--- src/verilog/isa_pkg.sv ---
// ##########################################################
// pipe16 instruction set: word types, opcode encoding and
// instruction field positions shared by the core
// ##########################################################
package isa_pkg;

   localparam int WORD_W    = 16;
   localparam int NUM_REGS  = 8;
   localparam int REG_IDX_W = $clog2(NUM_REGS);

   typedef logic [WORD_W-1:0]    word_t;
   typedef logic [REG_IDX_W-1:0] reg_idx_t;

   // 4'hC..4'hF are illegal
   typedef enum logic [3:0] {
      OP_NOP  = 4'h0,   // All-zero word, also the pipeline bubble
      OP_ADD  = 4'h1,
      OP_SUB  = 4'h2,
      OP_AND  = 4'h3,
      OP_XOR  = 4'h4,
      OP_ADDI = 4'h5,
      OP_LBI  = 4'h6,
      OP_LD   = 4'h7,
      OP_ST   = 4'h8,
      OP_BEQZ = 4'h9,
      OP_BNEZ = 4'hA,
      OP_HALT = 4'hB
   } opcode_t;

   // Field positions by lsb
   localparam int OPC_LSB = 12;
   localparam int OPC_W   = 4;
   localparam int RD_LSB  = 9;
   localparam int RS_LSB  = 6;
   localparam int RT_LSB  = 3;
   localparam int IMM6_W  = 6;   // Signed, bits 5..0
   localparam int IMM9_W  = 9;   // Signed, bits 8..0

endpackage

--- src/verilog/cpu_pkg.sv ---
// ##########################################################
// Pipeline types of pipe16: ALU operations and the payloads
// carried by the four stage registers
// ##########################################################
package cpu_pkg;

   typedef enum logic [1:0] {
      ALU_ADD = 2'd0,
      ALU_SUB = 2'd1,
      ALU_AND = 2'd2,
      ALU_XOR = 2'd3
   } alu_op_t;

   typedef struct packed {
      isa_pkg::word_t pc_next;
      isa_pkg::word_t instr;      // Zero is a bubble
   } if_id_t;

   typedef struct packed {
      logic             valid;
      logic             reg_write;
      logic             mem_read;
      logic             mem_write;
      logic             branch;
      logic             branch_ne;
      logic             halt;
      logic             illegal;
      logic             alu_src;   // Immediate as operand b
      alu_op_t          alu_op;
      isa_pkg::reg_idx_t rd;
      isa_pkg::word_t   a;
      isa_pkg::word_t   b;
      isa_pkg::word_t   imm;
      isa_pkg::word_t   pc_next;
   } id_ex_t;

   typedef struct packed {
      logic             valid;
      logic             reg_write;
      logic             mem_read;
      logic             mem_write;
      logic             halt;
      logic             illegal;
      isa_pkg::reg_idx_t rd;
      isa_pkg::word_t   result;    // ALU value or memory address
      isa_pkg::word_t   store_data;
   } ex_mem_t;

   typedef struct packed {
      logic             valid;
      logic             reg_write;
      logic             halt;
      logic             illegal;
      isa_pkg::reg_idx_t rd;
      isa_pkg::word_t   wb_data;
   } mem_wb_t;

endpackage

--- src/verilog/fetch_unit.sv ---
// ##########################################################
// Fetch stage with the PC, instruction memory and the
// req/ack program loader used while run is low
// ##########################################################
module fetch_unit #(
   parameter int IMEM_DEPTH = 64
) (
   input  logic           clk,
   input  logic           arst_n,
   input  logic           run,
   input  logic           stall,
   input  logic           flush,
   input  logic           halt_seen,
   input  isa_pkg::word_t target,
   input  logic           load_req,
   input  isa_pkg::word_t load_addr,
   input  isa_pkg::word_t load_data,
   output logic           load_ack,
   output isa_pkg::word_t instr,
   output isa_pkg::word_t pc_next,
   output logic           fetch_valid
);

   localparam int AW = $clog2(IMEM_DEPTH);

   isa_pkg::word_t imem [IMEM_DEPTH];
   isa_pkg::word_t pc;
   isa_pkg::word_t pc_sel;
   logic           stopped;      // Set once a HALT is decoded
   logic           load_start;

   assign pc_next     = pc + 16'd2;
   assign instr       = imem[pc[AW:1]];
   assign fetch_valid = run && !stopped && !halt_seen;
   assign load_start  = load_req && !load_ack && !run;

   always_comb begin
      pc_sel = pc_next;
      if (!run)
         pc_sel = '0;
      else if (flush)
         pc_sel = target;       // Branch taken in EX
      else if (stopped || halt_seen || stall)
         pc_sel = pc;
   end

   always_ff @(posedge clk or negedge arst_n) begin
      if (!arst_n) begin
         pc       <= '0;
         stopped  <= 1'b0;
         load_ack <= 1'b0;
      end else begin
         pc       <= pc_sel;
         stopped  <= stopped || halt_seen;
         load_ack <= load_ack ? load_req : load_start;   // Four-phase
      end
   end

   always_ff @(posedge clk) begin
      if (load_start)
         imem[load_addr[AW:1]] <= load_data;
   end

   no_load_while_running: assert property (@(posedge clk) disable iff (!arst_n)
      run |-> !load_req)
      else $error("load_req raised while run is high");

   req_after_ack_low: assert property (@(posedge clk) disable iff (!arst_n)
      $rose(load_req) |-> !load_ack)
      else $error("load_req raised before load_ack dropped");

endmodule

--- src/verilog/instr_decode.sv ---
// ##########################################################
// Decode: opcode to control bits, sign-extended immediates,
// source register usage and illegal opcode detection
// ##########################################################
module instr_decode (
   input  isa_pkg::word_t    instr,
   input  logic              fetch_valid,
   output logic              valid,
   output logic              reg_write,
   output logic              mem_read,
   output logic              mem_write,
   output logic              branch,
   output logic              branch_ne,
   output logic              halt,
   output logic              illegal,
   output logic              alu_src,
   output cpu_pkg::alu_op_t  alu_op,
   output isa_pkg::reg_idx_t rd,
   output isa_pkg::reg_idx_t rs,
   output isa_pkg::reg_idx_t rt,
   output isa_pkg::word_t    imm,
   output logic              uses_rs,
   output logic              uses_rt,
   output logic              uses_rd_src
);

   isa_pkg::opcode_t opc;
   isa_pkg::word_t   imm6;
   isa_pkg::word_t   imm9;

   assign opc = isa_pkg::opcode_t'(instr[isa_pkg::OPC_LSB +: isa_pkg::OPC_W]);
   assign rd  = instr[isa_pkg::RD_LSB +: isa_pkg::REG_IDX_W];
   assign rs  = instr[isa_pkg::RS_LSB +: isa_pkg::REG_IDX_W];
   assign rt  = instr[isa_pkg::RT_LSB +: isa_pkg::REG_IDX_W];

   assign imm6 = {{(isa_pkg::WORD_W - isa_pkg::IMM6_W){instr[isa_pkg::IMM6_W-1]}},
                  instr[isa_pkg::IMM6_W-1:0]};
   assign imm9 = {{(isa_pkg::WORD_W - isa_pkg::IMM9_W){instr[isa_pkg::IMM9_W-1]}},
                  instr[isa_pkg::IMM9_W-1:0]};

   assign valid = fetch_valid;

   always_comb begin
      reg_write   = 1'b0;
      mem_read    = 1'b0;
      mem_write   = 1'b0;
      branch      = 1'b0;
      branch_ne   = 1'b0;
      halt        = 1'b0;
      illegal     = 1'b0;
      alu_src     = 1'b0;
      alu_op      = cpu_pkg::ALU_ADD;
      imm         = imm6;
      uses_rs     = 1'b0;
      uses_rt     = 1'b0;
      uses_rd_src = 1'b0;
      if (fetch_valid) begin
         case (opc)
            isa_pkg::OP_NOP: ;
            isa_pkg::OP_ADD, isa_pkg::OP_SUB, isa_pkg::OP_AND, isa_pkg::OP_XOR: begin
               reg_write = 1'b1;
               uses_rs   = 1'b1;
               uses_rt   = 1'b1;
               alu_op    = cpu_pkg::alu_op_t'(opc[1:0] - 2'd1);   // 1..4 map to 0..3
            end
            isa_pkg::OP_ADDI, isa_pkg::OP_LD: begin
               reg_write = 1'b1;
               mem_read  = (opc == isa_pkg::OP_LD);
               alu_src   = 1'b1;
               uses_rs   = 1'b1;
            end
            isa_pkg::OP_LBI: begin
               reg_write = 1'b1;
               alu_src   = 1'b1;
               imm       = imm9;   // Operand a reads as zero
            end
            isa_pkg::OP_ST: begin
               mem_write   = 1'b1;
               alu_src     = 1'b1;
               uses_rs     = 1'b1;
               uses_rd_src = 1'b1;   // Store data
            end
            isa_pkg::OP_BEQZ, isa_pkg::OP_BNEZ: begin
               branch      = 1'b1;
               branch_ne   = (opc == isa_pkg::OP_BNEZ);
               imm         = imm9;
               uses_rd_src = 1'b1;
            end
            isa_pkg::OP_HALT: halt = 1'b1;
            default: illegal = 1'b1;
         endcase
      end
   end

endmodule

--- src/verilog/reg_file.sv ---
// ##########################################################
// Register file: eight words, two read ports, one write
// port, with write-to-read bypass in the same cycle
// ##########################################################
module reg_file (
   input  logic              clk,
   input  logic              arst_n,
   input  logic              we,
   input  isa_pkg::reg_idx_t wr_idx,
   input  isa_pkg::reg_idx_t rd_idx_a,
   input  isa_pkg::reg_idx_t rd_idx_b,
   input  isa_pkg::word_t    wr_data,
   output isa_pkg::word_t    rd_data_a,
   output isa_pkg::word_t    rd_data_b
);

   isa_pkg::word_t regs [isa_pkg::NUM_REGS];

   always_ff @(posedge clk or negedge arst_n) begin
      if (!arst_n) begin
         for (int i = 0; i < isa_pkg::NUM_REGS; i++)
            regs[i] <= '0;
      end else if (we) begin
         regs[wr_idx] <= wr_data;
      end
   end

   // WB result seen by decode in the same cycle
   assign rd_data_a = (we && wr_idx == rd_idx_a) ? wr_data : regs[rd_idx_a];
   assign rd_data_b = (we && wr_idx == rd_idx_b) ? wr_data : regs[rd_idx_b];

endmodule

--- src/verilog/hazard_unit.sv ---
// ##########################################################
// RAW hazard check for decode against the EX and MEM
// producers; WB is covered by the register file bypass
// ##########################################################
module hazard_unit (
   input  isa_pkg::reg_idx_t rs,
   input  isa_pkg::reg_idx_t rt,
   input  isa_pkg::reg_idx_t rd,
   input  logic              uses_rs,
   input  logic              uses_rt,
   input  logic              uses_rd_src,
   input  isa_pkg::reg_idx_t ex_dest,
   input  isa_pkg::reg_idx_t mem_dest,
   input  logic              ex_writes,
   input  logic              mem_writes,
   output logic              stall
);

   function automatic logic pending(input isa_pkg::reg_idx_t idx);
      return (ex_writes && ex_dest == idx) || (mem_writes && mem_dest == idx);
   endfunction

   assign stall = (uses_rs     && pending(rs)) ||
                  (uses_rt     && pending(rt)) ||
                  (uses_rd_src && pending(rd));   // ST data, branch test

endmodule

--- src/verilog/alu_exec.sv ---
// ##########################################################
// Execute stage: ALU, load/store address and the branch
// decision with its target
// ##########################################################
module alu_exec (
   input  isa_pkg::word_t   a,
   input  isa_pkg::word_t   b,
   input  isa_pkg::word_t   imm,
   input  isa_pkg::word_t   pc_next,
   input  cpu_pkg::alu_op_t alu_op,
   input  logic             alu_src,
   input  logic             branch,
   input  logic             branch_ne,
   input  logic             valid,
   output isa_pkg::word_t   result,
   output isa_pkg::word_t   store_data,
   output isa_pkg::word_t   target,
   output logic             take_branch
);

   isa_pkg::word_t op_b;
   logic           a_zero;

   assign op_b = alu_src ? imm : b;

   always_comb begin
      case (alu_op)
         cpu_pkg::ALU_SUB: result = a - op_b;
         cpu_pkg::ALU_AND: result = a & op_b;
         cpu_pkg::ALU_XOR: result = a ^ op_b;
         default:          result = a + op_b;   // Also ADDI, LBI, LD/ST address
      endcase
   end

   assign store_data = b;
   assign a_zero     = (a == '0);
   assign target     = pc_next + {imm[isa_pkg::WORD_W-2:0], 1'b0};

   // Bubbles arrive with branch cleared
   assign take_branch = branch && (a_zero != branch_ne);

   branch_from_valid: assert final (!take_branch || valid)
      else $error("branch taken by an invalid EX slot");

endmodule

--- src/verilog/stage_reg.sv ---
// ##########################################################
// Generic pipeline register: load, hold on stall, or clear
// to the all-zero bubble (bubble wins)
// ##########################################################
module stage_reg #(
   parameter type payload_t = logic
) (
   input  logic     clk,
   input  logic     arst_n,
   input  logic     hold,
   input  logic     bubble,
   input  payload_t d,
   output payload_t q
);

   always_ff @(posedge clk or negedge arst_n) begin
      if (!arst_n)
         q <= '0;
      else if (bubble)
         q <= '0;
      else if (!hold)
         q <= d;
   end

endmodule

--- src/verilog/data_mem.sv ---
// ##########################################################
// Data memory: word array with synchronous write and
// combinational read, byte address bit 0 ignored
// ##########################################################
module data_mem #(
   parameter int DMEM_DEPTH = 64
) (
   input  logic           clk,
   input  logic           arst_n,
   input  logic           write,
   input  logic           read,
   input  isa_pkg::word_t addr,
   input  isa_pkg::word_t wdata,
   output isa_pkg::word_t rdata
);

   localparam int AW = $clog2(DMEM_DEPTH);

   isa_pkg::word_t mem [DMEM_DEPTH];

   always_ff @(posedge clk or negedge arst_n) begin
      if (!arst_n) begin
         for (int i = 0; i < DMEM_DEPTH; i++)
            mem[i] <= '0;
      end else if (write) begin
         mem[addr[AW:1]] <= wdata;
      end
   end

   assign rdata = read ? mem[addr[AW:1]] : '0;

endmodule

--- src/verilog/cpu_top.sv ---
// ##########################################################
// pipe16 core top: five stages with their pipeline
// registers, stall and flush control, writeback and the
// retire trace port
// ##########################################################
module cpu_top #(
   parameter int IMEM_DEPTH = 64,
   parameter int DMEM_DEPTH = 64
) (
   input  logic              clk,
   input  logic              arst_n,
   input  logic              run,
   input  logic              load_req,
   input  isa_pkg::word_t    load_addr,
   input  isa_pkg::word_t    load_data,
   output logic              load_ack,
   output logic              wb_valid,
   output isa_pkg::reg_idx_t wb_rd,
   output isa_pkg::word_t    wb_data,
   output logic              halted,
   output logic              err
);

   cpu_pkg::if_id_t  if_id_d, if_id_q;
   cpu_pkg::id_ex_t  id_ex_d, id_ex_q;
   cpu_pkg::ex_mem_t ex_mem_d, ex_mem_q;
   cpu_pkg::mem_wb_t mem_wb_d, mem_wb_q;

   isa_pkg::word_t    f_instr, f_pc_next, br_target;
   logic              fetch_valid, stall, flush, halt_seen, id_valid;
   logic              dec_valid, dec_reg_write, dec_mem_read, dec_mem_write;
   logic              dec_branch, dec_branch_ne, dec_halt, dec_illegal, dec_alu_src;
   cpu_pkg::alu_op_t  dec_alu_op;
   isa_pkg::reg_idx_t dec_rd, dec_rs, dec_rt, rd_idx_a, rd_idx_b;
   isa_pkg::word_t    dec_imm, rd_data_a, rd_data_b;
   logic              uses_rs, uses_rt, uses_rd_src;
   isa_pkg::word_t    ex_result, ex_store_data, mem_rdata;

   assign halt_seen = dec_valid && dec_halt && !flush;   // Not if flushed by a branch

   fetch_unit #(.IMEM_DEPTH(IMEM_DEPTH)) u_fetch (
      .clk, .arst_n, .run, .stall, .flush, .halt_seen,
      .target(br_target), .load_req, .load_addr, .load_data, .load_ack,
      .instr(f_instr), .pc_next(f_pc_next), .fetch_valid
   );

   assign if_id_d = '{pc_next: f_pc_next, instr: fetch_valid ? f_instr : '0};

   stage_reg #(.payload_t(cpu_pkg::if_id_t)) u_if_id (
      .clk, .arst_n, .hold(stall), .bubble(flush), .d(if_id_d), .q(if_id_q)
   );

   assign id_valid = (if_id_q.instr != '0);   // Zero word is the bubble

   instr_decode u_decode (
      .instr(if_id_q.instr), .fetch_valid(id_valid), .valid(dec_valid),
      .reg_write(dec_reg_write), .mem_read(dec_mem_read), .mem_write(dec_mem_write),
      .branch(dec_branch), .branch_ne(dec_branch_ne), .halt(dec_halt),
      .illegal(dec_illegal), .alu_src(dec_alu_src), .alu_op(dec_alu_op),
      .rd(dec_rd), .rs(dec_rs), .rt(dec_rt), .imm(dec_imm),
      .uses_rs, .uses_rt, .uses_rd_src
   );

   // Port a carries rs or the tested rd, port b rt or the store data
   assign rd_idx_a = uses_rs ? dec_rs : dec_rd;
   assign rd_idx_b = uses_rt ? dec_rt : dec_rd;

   reg_file u_regs (
      .clk, .arst_n, .we(wb_valid), .wr_idx(mem_wb_q.rd),
      .rd_idx_a, .rd_idx_b, .wr_data(mem_wb_q.wb_data), .rd_data_a, .rd_data_b
   );

   hazard_unit u_hazard (
      .rs(dec_rs), .rt(dec_rt), .rd(dec_rd), .uses_rs, .uses_rt, .uses_rd_src,
      .ex_dest(id_ex_q.rd), .mem_dest(ex_mem_q.rd),
      .ex_writes(id_ex_q.valid && id_ex_q.reg_write),
      .mem_writes(ex_mem_q.valid && ex_mem_q.reg_write), .stall
   );

   assign id_ex_d = '{
      valid: dec_valid, reg_write: dec_reg_write, mem_read: dec_mem_read,
      mem_write: dec_mem_write, branch: dec_branch, branch_ne: dec_branch_ne,
      halt: dec_halt, illegal: dec_illegal, alu_src: dec_alu_src, alu_op: dec_alu_op,
      rd: dec_rd, a: (uses_rs || uses_rd_src) ? rd_data_a : '0,   // LBI adds to zero
      b: rd_data_b, imm: dec_imm, pc_next: if_id_q.pc_next
   };

   stage_reg #(.payload_t(cpu_pkg::id_ex_t)) u_id_ex (
      .clk, .arst_n, .hold(1'b0), .bubble(stall || flush), .d(id_ex_d), .q(id_ex_q)
   );

   alu_exec u_exec (
      .a(id_ex_q.a), .b(id_ex_q.b), .imm(id_ex_q.imm), .pc_next(id_ex_q.pc_next),
      .alu_op(id_ex_q.alu_op), .alu_src(id_ex_q.alu_src), .branch(id_ex_q.branch),
      .branch_ne(id_ex_q.branch_ne), .valid(id_ex_q.valid), .result(ex_result),
      .store_data(ex_store_data), .target(br_target), .take_branch(flush)
   );

   assign ex_mem_d = '{
      valid: id_ex_q.valid, reg_write: id_ex_q.reg_write, mem_read: id_ex_q.mem_read,
      mem_write: id_ex_q.mem_write, halt: id_ex_q.halt, illegal: id_ex_q.illegal,
      rd: id_ex_q.rd, result: ex_result, store_data: ex_store_data
   };

   stage_reg #(.payload_t(cpu_pkg::ex_mem_t)) u_ex_mem (
      .clk, .arst_n, .hold(1'b0), .bubble(1'b0), .d(ex_mem_d), .q(ex_mem_q)
   );

   data_mem #(.DMEM_DEPTH(DMEM_DEPTH)) u_dmem (
      .clk, .arst_n, .write(ex_mem_q.valid && ex_mem_q.mem_write),
      .read(ex_mem_q.valid && ex_mem_q.mem_read), .addr(ex_mem_q.result),
      .wdata(ex_mem_q.store_data), .rdata(mem_rdata)
   );

   // Writeback select, load data or ALU result
   assign mem_wb_d = '{
      valid: ex_mem_q.valid, reg_write: ex_mem_q.reg_write, halt: ex_mem_q.halt,
      illegal: ex_mem_q.illegal, rd: ex_mem_q.rd,
      wb_data: ex_mem_q.mem_read ? mem_rdata : ex_mem_q.result
   };

   stage_reg #(.payload_t(cpu_pkg::mem_wb_t)) u_mem_wb (
      .clk, .arst_n, .hold(1'b0), .bubble(1'b0), .d(mem_wb_d), .q(mem_wb_q)
   );

   assign wb_valid = mem_wb_q.valid && mem_wb_q.reg_write;
   assign wb_rd    = mem_wb_q.rd;
   assign wb_data  = mem_wb_q.wb_data;

   always_ff @(posedge clk or negedge arst_n) begin
      if (!arst_n) begin
         halted <= 1'b0;
         err    <= 1'b0;
      end else begin
         if (mem_wb_q.valid && mem_wb_q.halt)
            halted <= 1'b1;
         if (mem_wb_q.valid && mem_wb_q.illegal)
            err <= 1'b1;   // Sticky until reset
      end
   end

   // Fetch stops at decode of HALT, so nothing younger may retire
   no_retire_after_halt: assert property (@(posedge clk) disable iff (!arst_n)
      halted |-> !wb_valid)
      else $error("register write retired after halt");

endmodule

--- config.mk ---
export PLATFORM = sky130hd
export DESIGN_NAME = cpu_top
export DESIGN_NICKNAME = d
export VERILOG_FILES = /design/src/verilog/isa_pkg.sv /design/src/verilog/cpu_pkg.sv /design/src/verilog/fetch_unit.sv /design/src/verilog/instr_decode.sv /design/src/verilog/reg_file.sv /design/src/verilog/hazard_unit.sv /design/src/verilog/alu_exec.sv /design/src/verilog/stage_reg.sv /design/src/verilog/data_mem.sv /design/src/verilog/cpu_top.sv
export SDC_FILE = /design/constraint.sdc
export NUM_CORES = 2
export LEC_CHECK = 0
export BUFFER_PORTS_ARGS = -buffer_cell sky130_fd_sc_hd__buf_4
export CAP_MARGIN = 10
export CORE_MARGIN = 4
export CORE_UTILIZATION = 40
export CTS_CLUSTER_SIZE = 14
export DETAILED_ROUTE_END_ITERATION = 12
export HOLD_SLACK_MARGIN = 0.08
export PLACE_DENSITY = 0.64
export SETUP_SLACK_MARGIN = 0.1
export SLEW_MARGIN = 20
export SYNTH_ARGS = -nofsm -noshare
export SYNTH_HDL_FRONTEND = slang
export SYNTH_HIERARCHICAL = 1
export SYNTH_SLANG_ARGS = --single-unit
--- constraint.sdc ---
create_clock -name clk -period 10.2 [get_ports clk]
set_input_delay 3.06 -clock clk [delete_from_list [all_inputs] [get_ports clk]]
set_output_delay 3.06 -clock clk [all_outputs]
set_load 0.01 [all_outputs]
==> impl_metrics.ini <==
[worst_setup_path]
timing_worst_setup_path_type = primary input to register
worst_setup_path_start_kind = primary input
setup.worst_path.end_class = register
worst_ep_arrival_time_ns = 5.99
timing.critical_path.fanout_max = 16
worstPathRequired_ns = 10.74

[drt]
routed_via_density = 5.98
detailroute.via_count = 59766
remaining_drc_errors = 0
route.antenna.remaining_nets = 0
met1_length_mm = 122
top_signal_layer_used = met4
detailedRoute.firstIterationViolations = 6356
met2WireLength_mm = 125
drt-total-wl_mm = 281
met3WireLength_mm = 23.9
drt-pass1-iter-count = 6
avgRoutedWirePerCell_um = 28.2

[global_route]
grt_start_max_net_pins = 185
grt_pass1_vias = 60468
grt_first_pass_wirelength_mm = 415
track_usage = 0.209
grt_antenna_before_repair = 6
grt.overflow.total = 0

[sta]
finalWorstPathRequiredPeriod_ns = 5.45
timing.final.hold_violations = 0
fin_tns_setup_ns = 0
timing.final.max_slew_violations = 0
post-route-worst-setup-slack_ns = 4.75
rsz0062_at_grt = false
worstMarginPinSlew_ns = 1.27
finalCritPeriodShare = 0.534
fin_worst_skew_ns = 0.101
worst_slew_margin_rel = 0.147
max_freq_mhz = 184
finalSetupViolCount = 0

[clock_network]
tritoncts = built
number_of_resized_instances_in_the_post_cts_repair_step = 0
postCtsSetupRepairBufs = 0
cts_htree_levels = 4
cts.sink_count = 2340
hold_buffers = 0
cts_buffers = 221
worstSkewPairLatency_ns = 0.93
clockBufferDepth = 3
root_buffer = clkbuf_16
worst_setup_hold_path_clk_slew_ns = 0.06

[synthesis]
syn_inst = 6581
syn-mean-instance-area_sq_um = 15.7
syn_area_sq_mm = 0.103
synthesis_warning_total = 6

[die]
count_of_pins_on_the_block_boundary = 59
initial_utilization = 0.402
floorplan.core_area_sq_mm = 0.257
std_cell_rows = 186
fp.dieArea_sq_mm = 0.267
die-width_um = 516
die_height_um = 516

[power_and_ir_drop]
ir_drop_mv = 0.192
power.leakage_nw = 46.3
power_per_cell_area_mw_per_mm2 = 213

[layout]
drive_above_1_share = 0.340
layout.cells.non_filler = 9997
areaGrowthSynthToFinish_pct = 10.3
layout.cells.most_common_list = 1293 x dfrtp_1, 1234 x mux2_2, 1024 x edfxtp_1
finish.net_count = 6498
most_common_cell_after_layout_fill_and_taps_aside = dfrtp_1

[place]
io_buffers = 48
pre_cts_slack_ns = 3.82
routabilityCongestion = 0.856
dp_hpwl_mm = 169
numPlacedInstances = 9576

[worst_hold_path]
holdCritPathClass = register to register

[outcome]
run_status = finished clean

[run]
maxCapViolations = 0
==> path summary, 6_finish.rpt <==
path | slack [ns] | from | to | cells after the start
min | 0.48 | u_mem_wb/q[20] | halted | 1
max reg2reg | 5.12 | u_ex_mem/q[18] | u_mem_wb/q[15] | 13
max in group asynchronous | 5.88 | arst_n | u_ex_mem/q[12] | 3
min in group asynchronous | 2.16 | arst_n | u_regs/regs[92] | 1
min reg2reg | 0.48 | u_mem_wb/q[20] | halted | 1
max | 4.75 | run | u_fetch/imem[24][8] | 4
==> cell type report <==
| cell class | instances | area (sq um) |
|---|---|---|
| Clock buffer | 318 | 6250 |
| Tap cell | 3384 | 4230 |
| Multi-Input combinational cell | 3613 | 36600 |
| Timing Repair Buffer | 212 | 1800 |
| Sequential cell | 2340 | 63700 |
| Antenna cell | 8 | 20.0 |
| Inverter | 29 | 110 |
| Clock inverter | 93 | 1290 |
| Fill cell | 22438 | 143000 |
==> metrics by stage <==
step                      instance area, sq um  utilization  power, mW  hold slack [ns]
final                                   114000        0.444       24.3            0.484
after floorplan                         103000            -       14.2            0.453
after global placement                  106000        0.414       15.9            0.470
after CTS                               114000        0.443       24.4            0.496
after global routing                    114000        0.444       25.2            0.509
after detailed placement                106000        0.414       16.0            0.477
==> sequential cells by signal, indices dropped and copies added (netlist names) <==
| name | cells |
|---|---|
| err | 1 |
| halted | 1 |
| u_dmem/mem | 1024 |
| u_ex_mem/q | 41 |
| u_fetch/imem | 1024 |
| u_fetch/load_ack | 1 |
| u_fetch/pc | 6 |
| u_fetch/stopped | 1 |
| u_id_ex/q | 68 |
| u_if_id/q | 22 |
| u_mem_wb/q | 23 |
| u_regs/regs | 128 |
==> worst max-delay path, stage by stage <==
cell and delay (ns):
buf_4 0.16, nor4b_1 0.92, nand2_1 0.78, nor2_2 1.05
==> power by group <==
part	internal (mW)	switching, mW
clock network	4.75	3.66
logic	2.02	3.54
registers	9.99	0.320
==> metal layers <==
metal,vias up,global-route usage
met3,472,0.0500
met2,2293,0.309
li1,25043,-
met1,31958,0.302
met5,-,0
met4,0,0.0707
No activity file was read; power rests on OpenSTA's default activity.
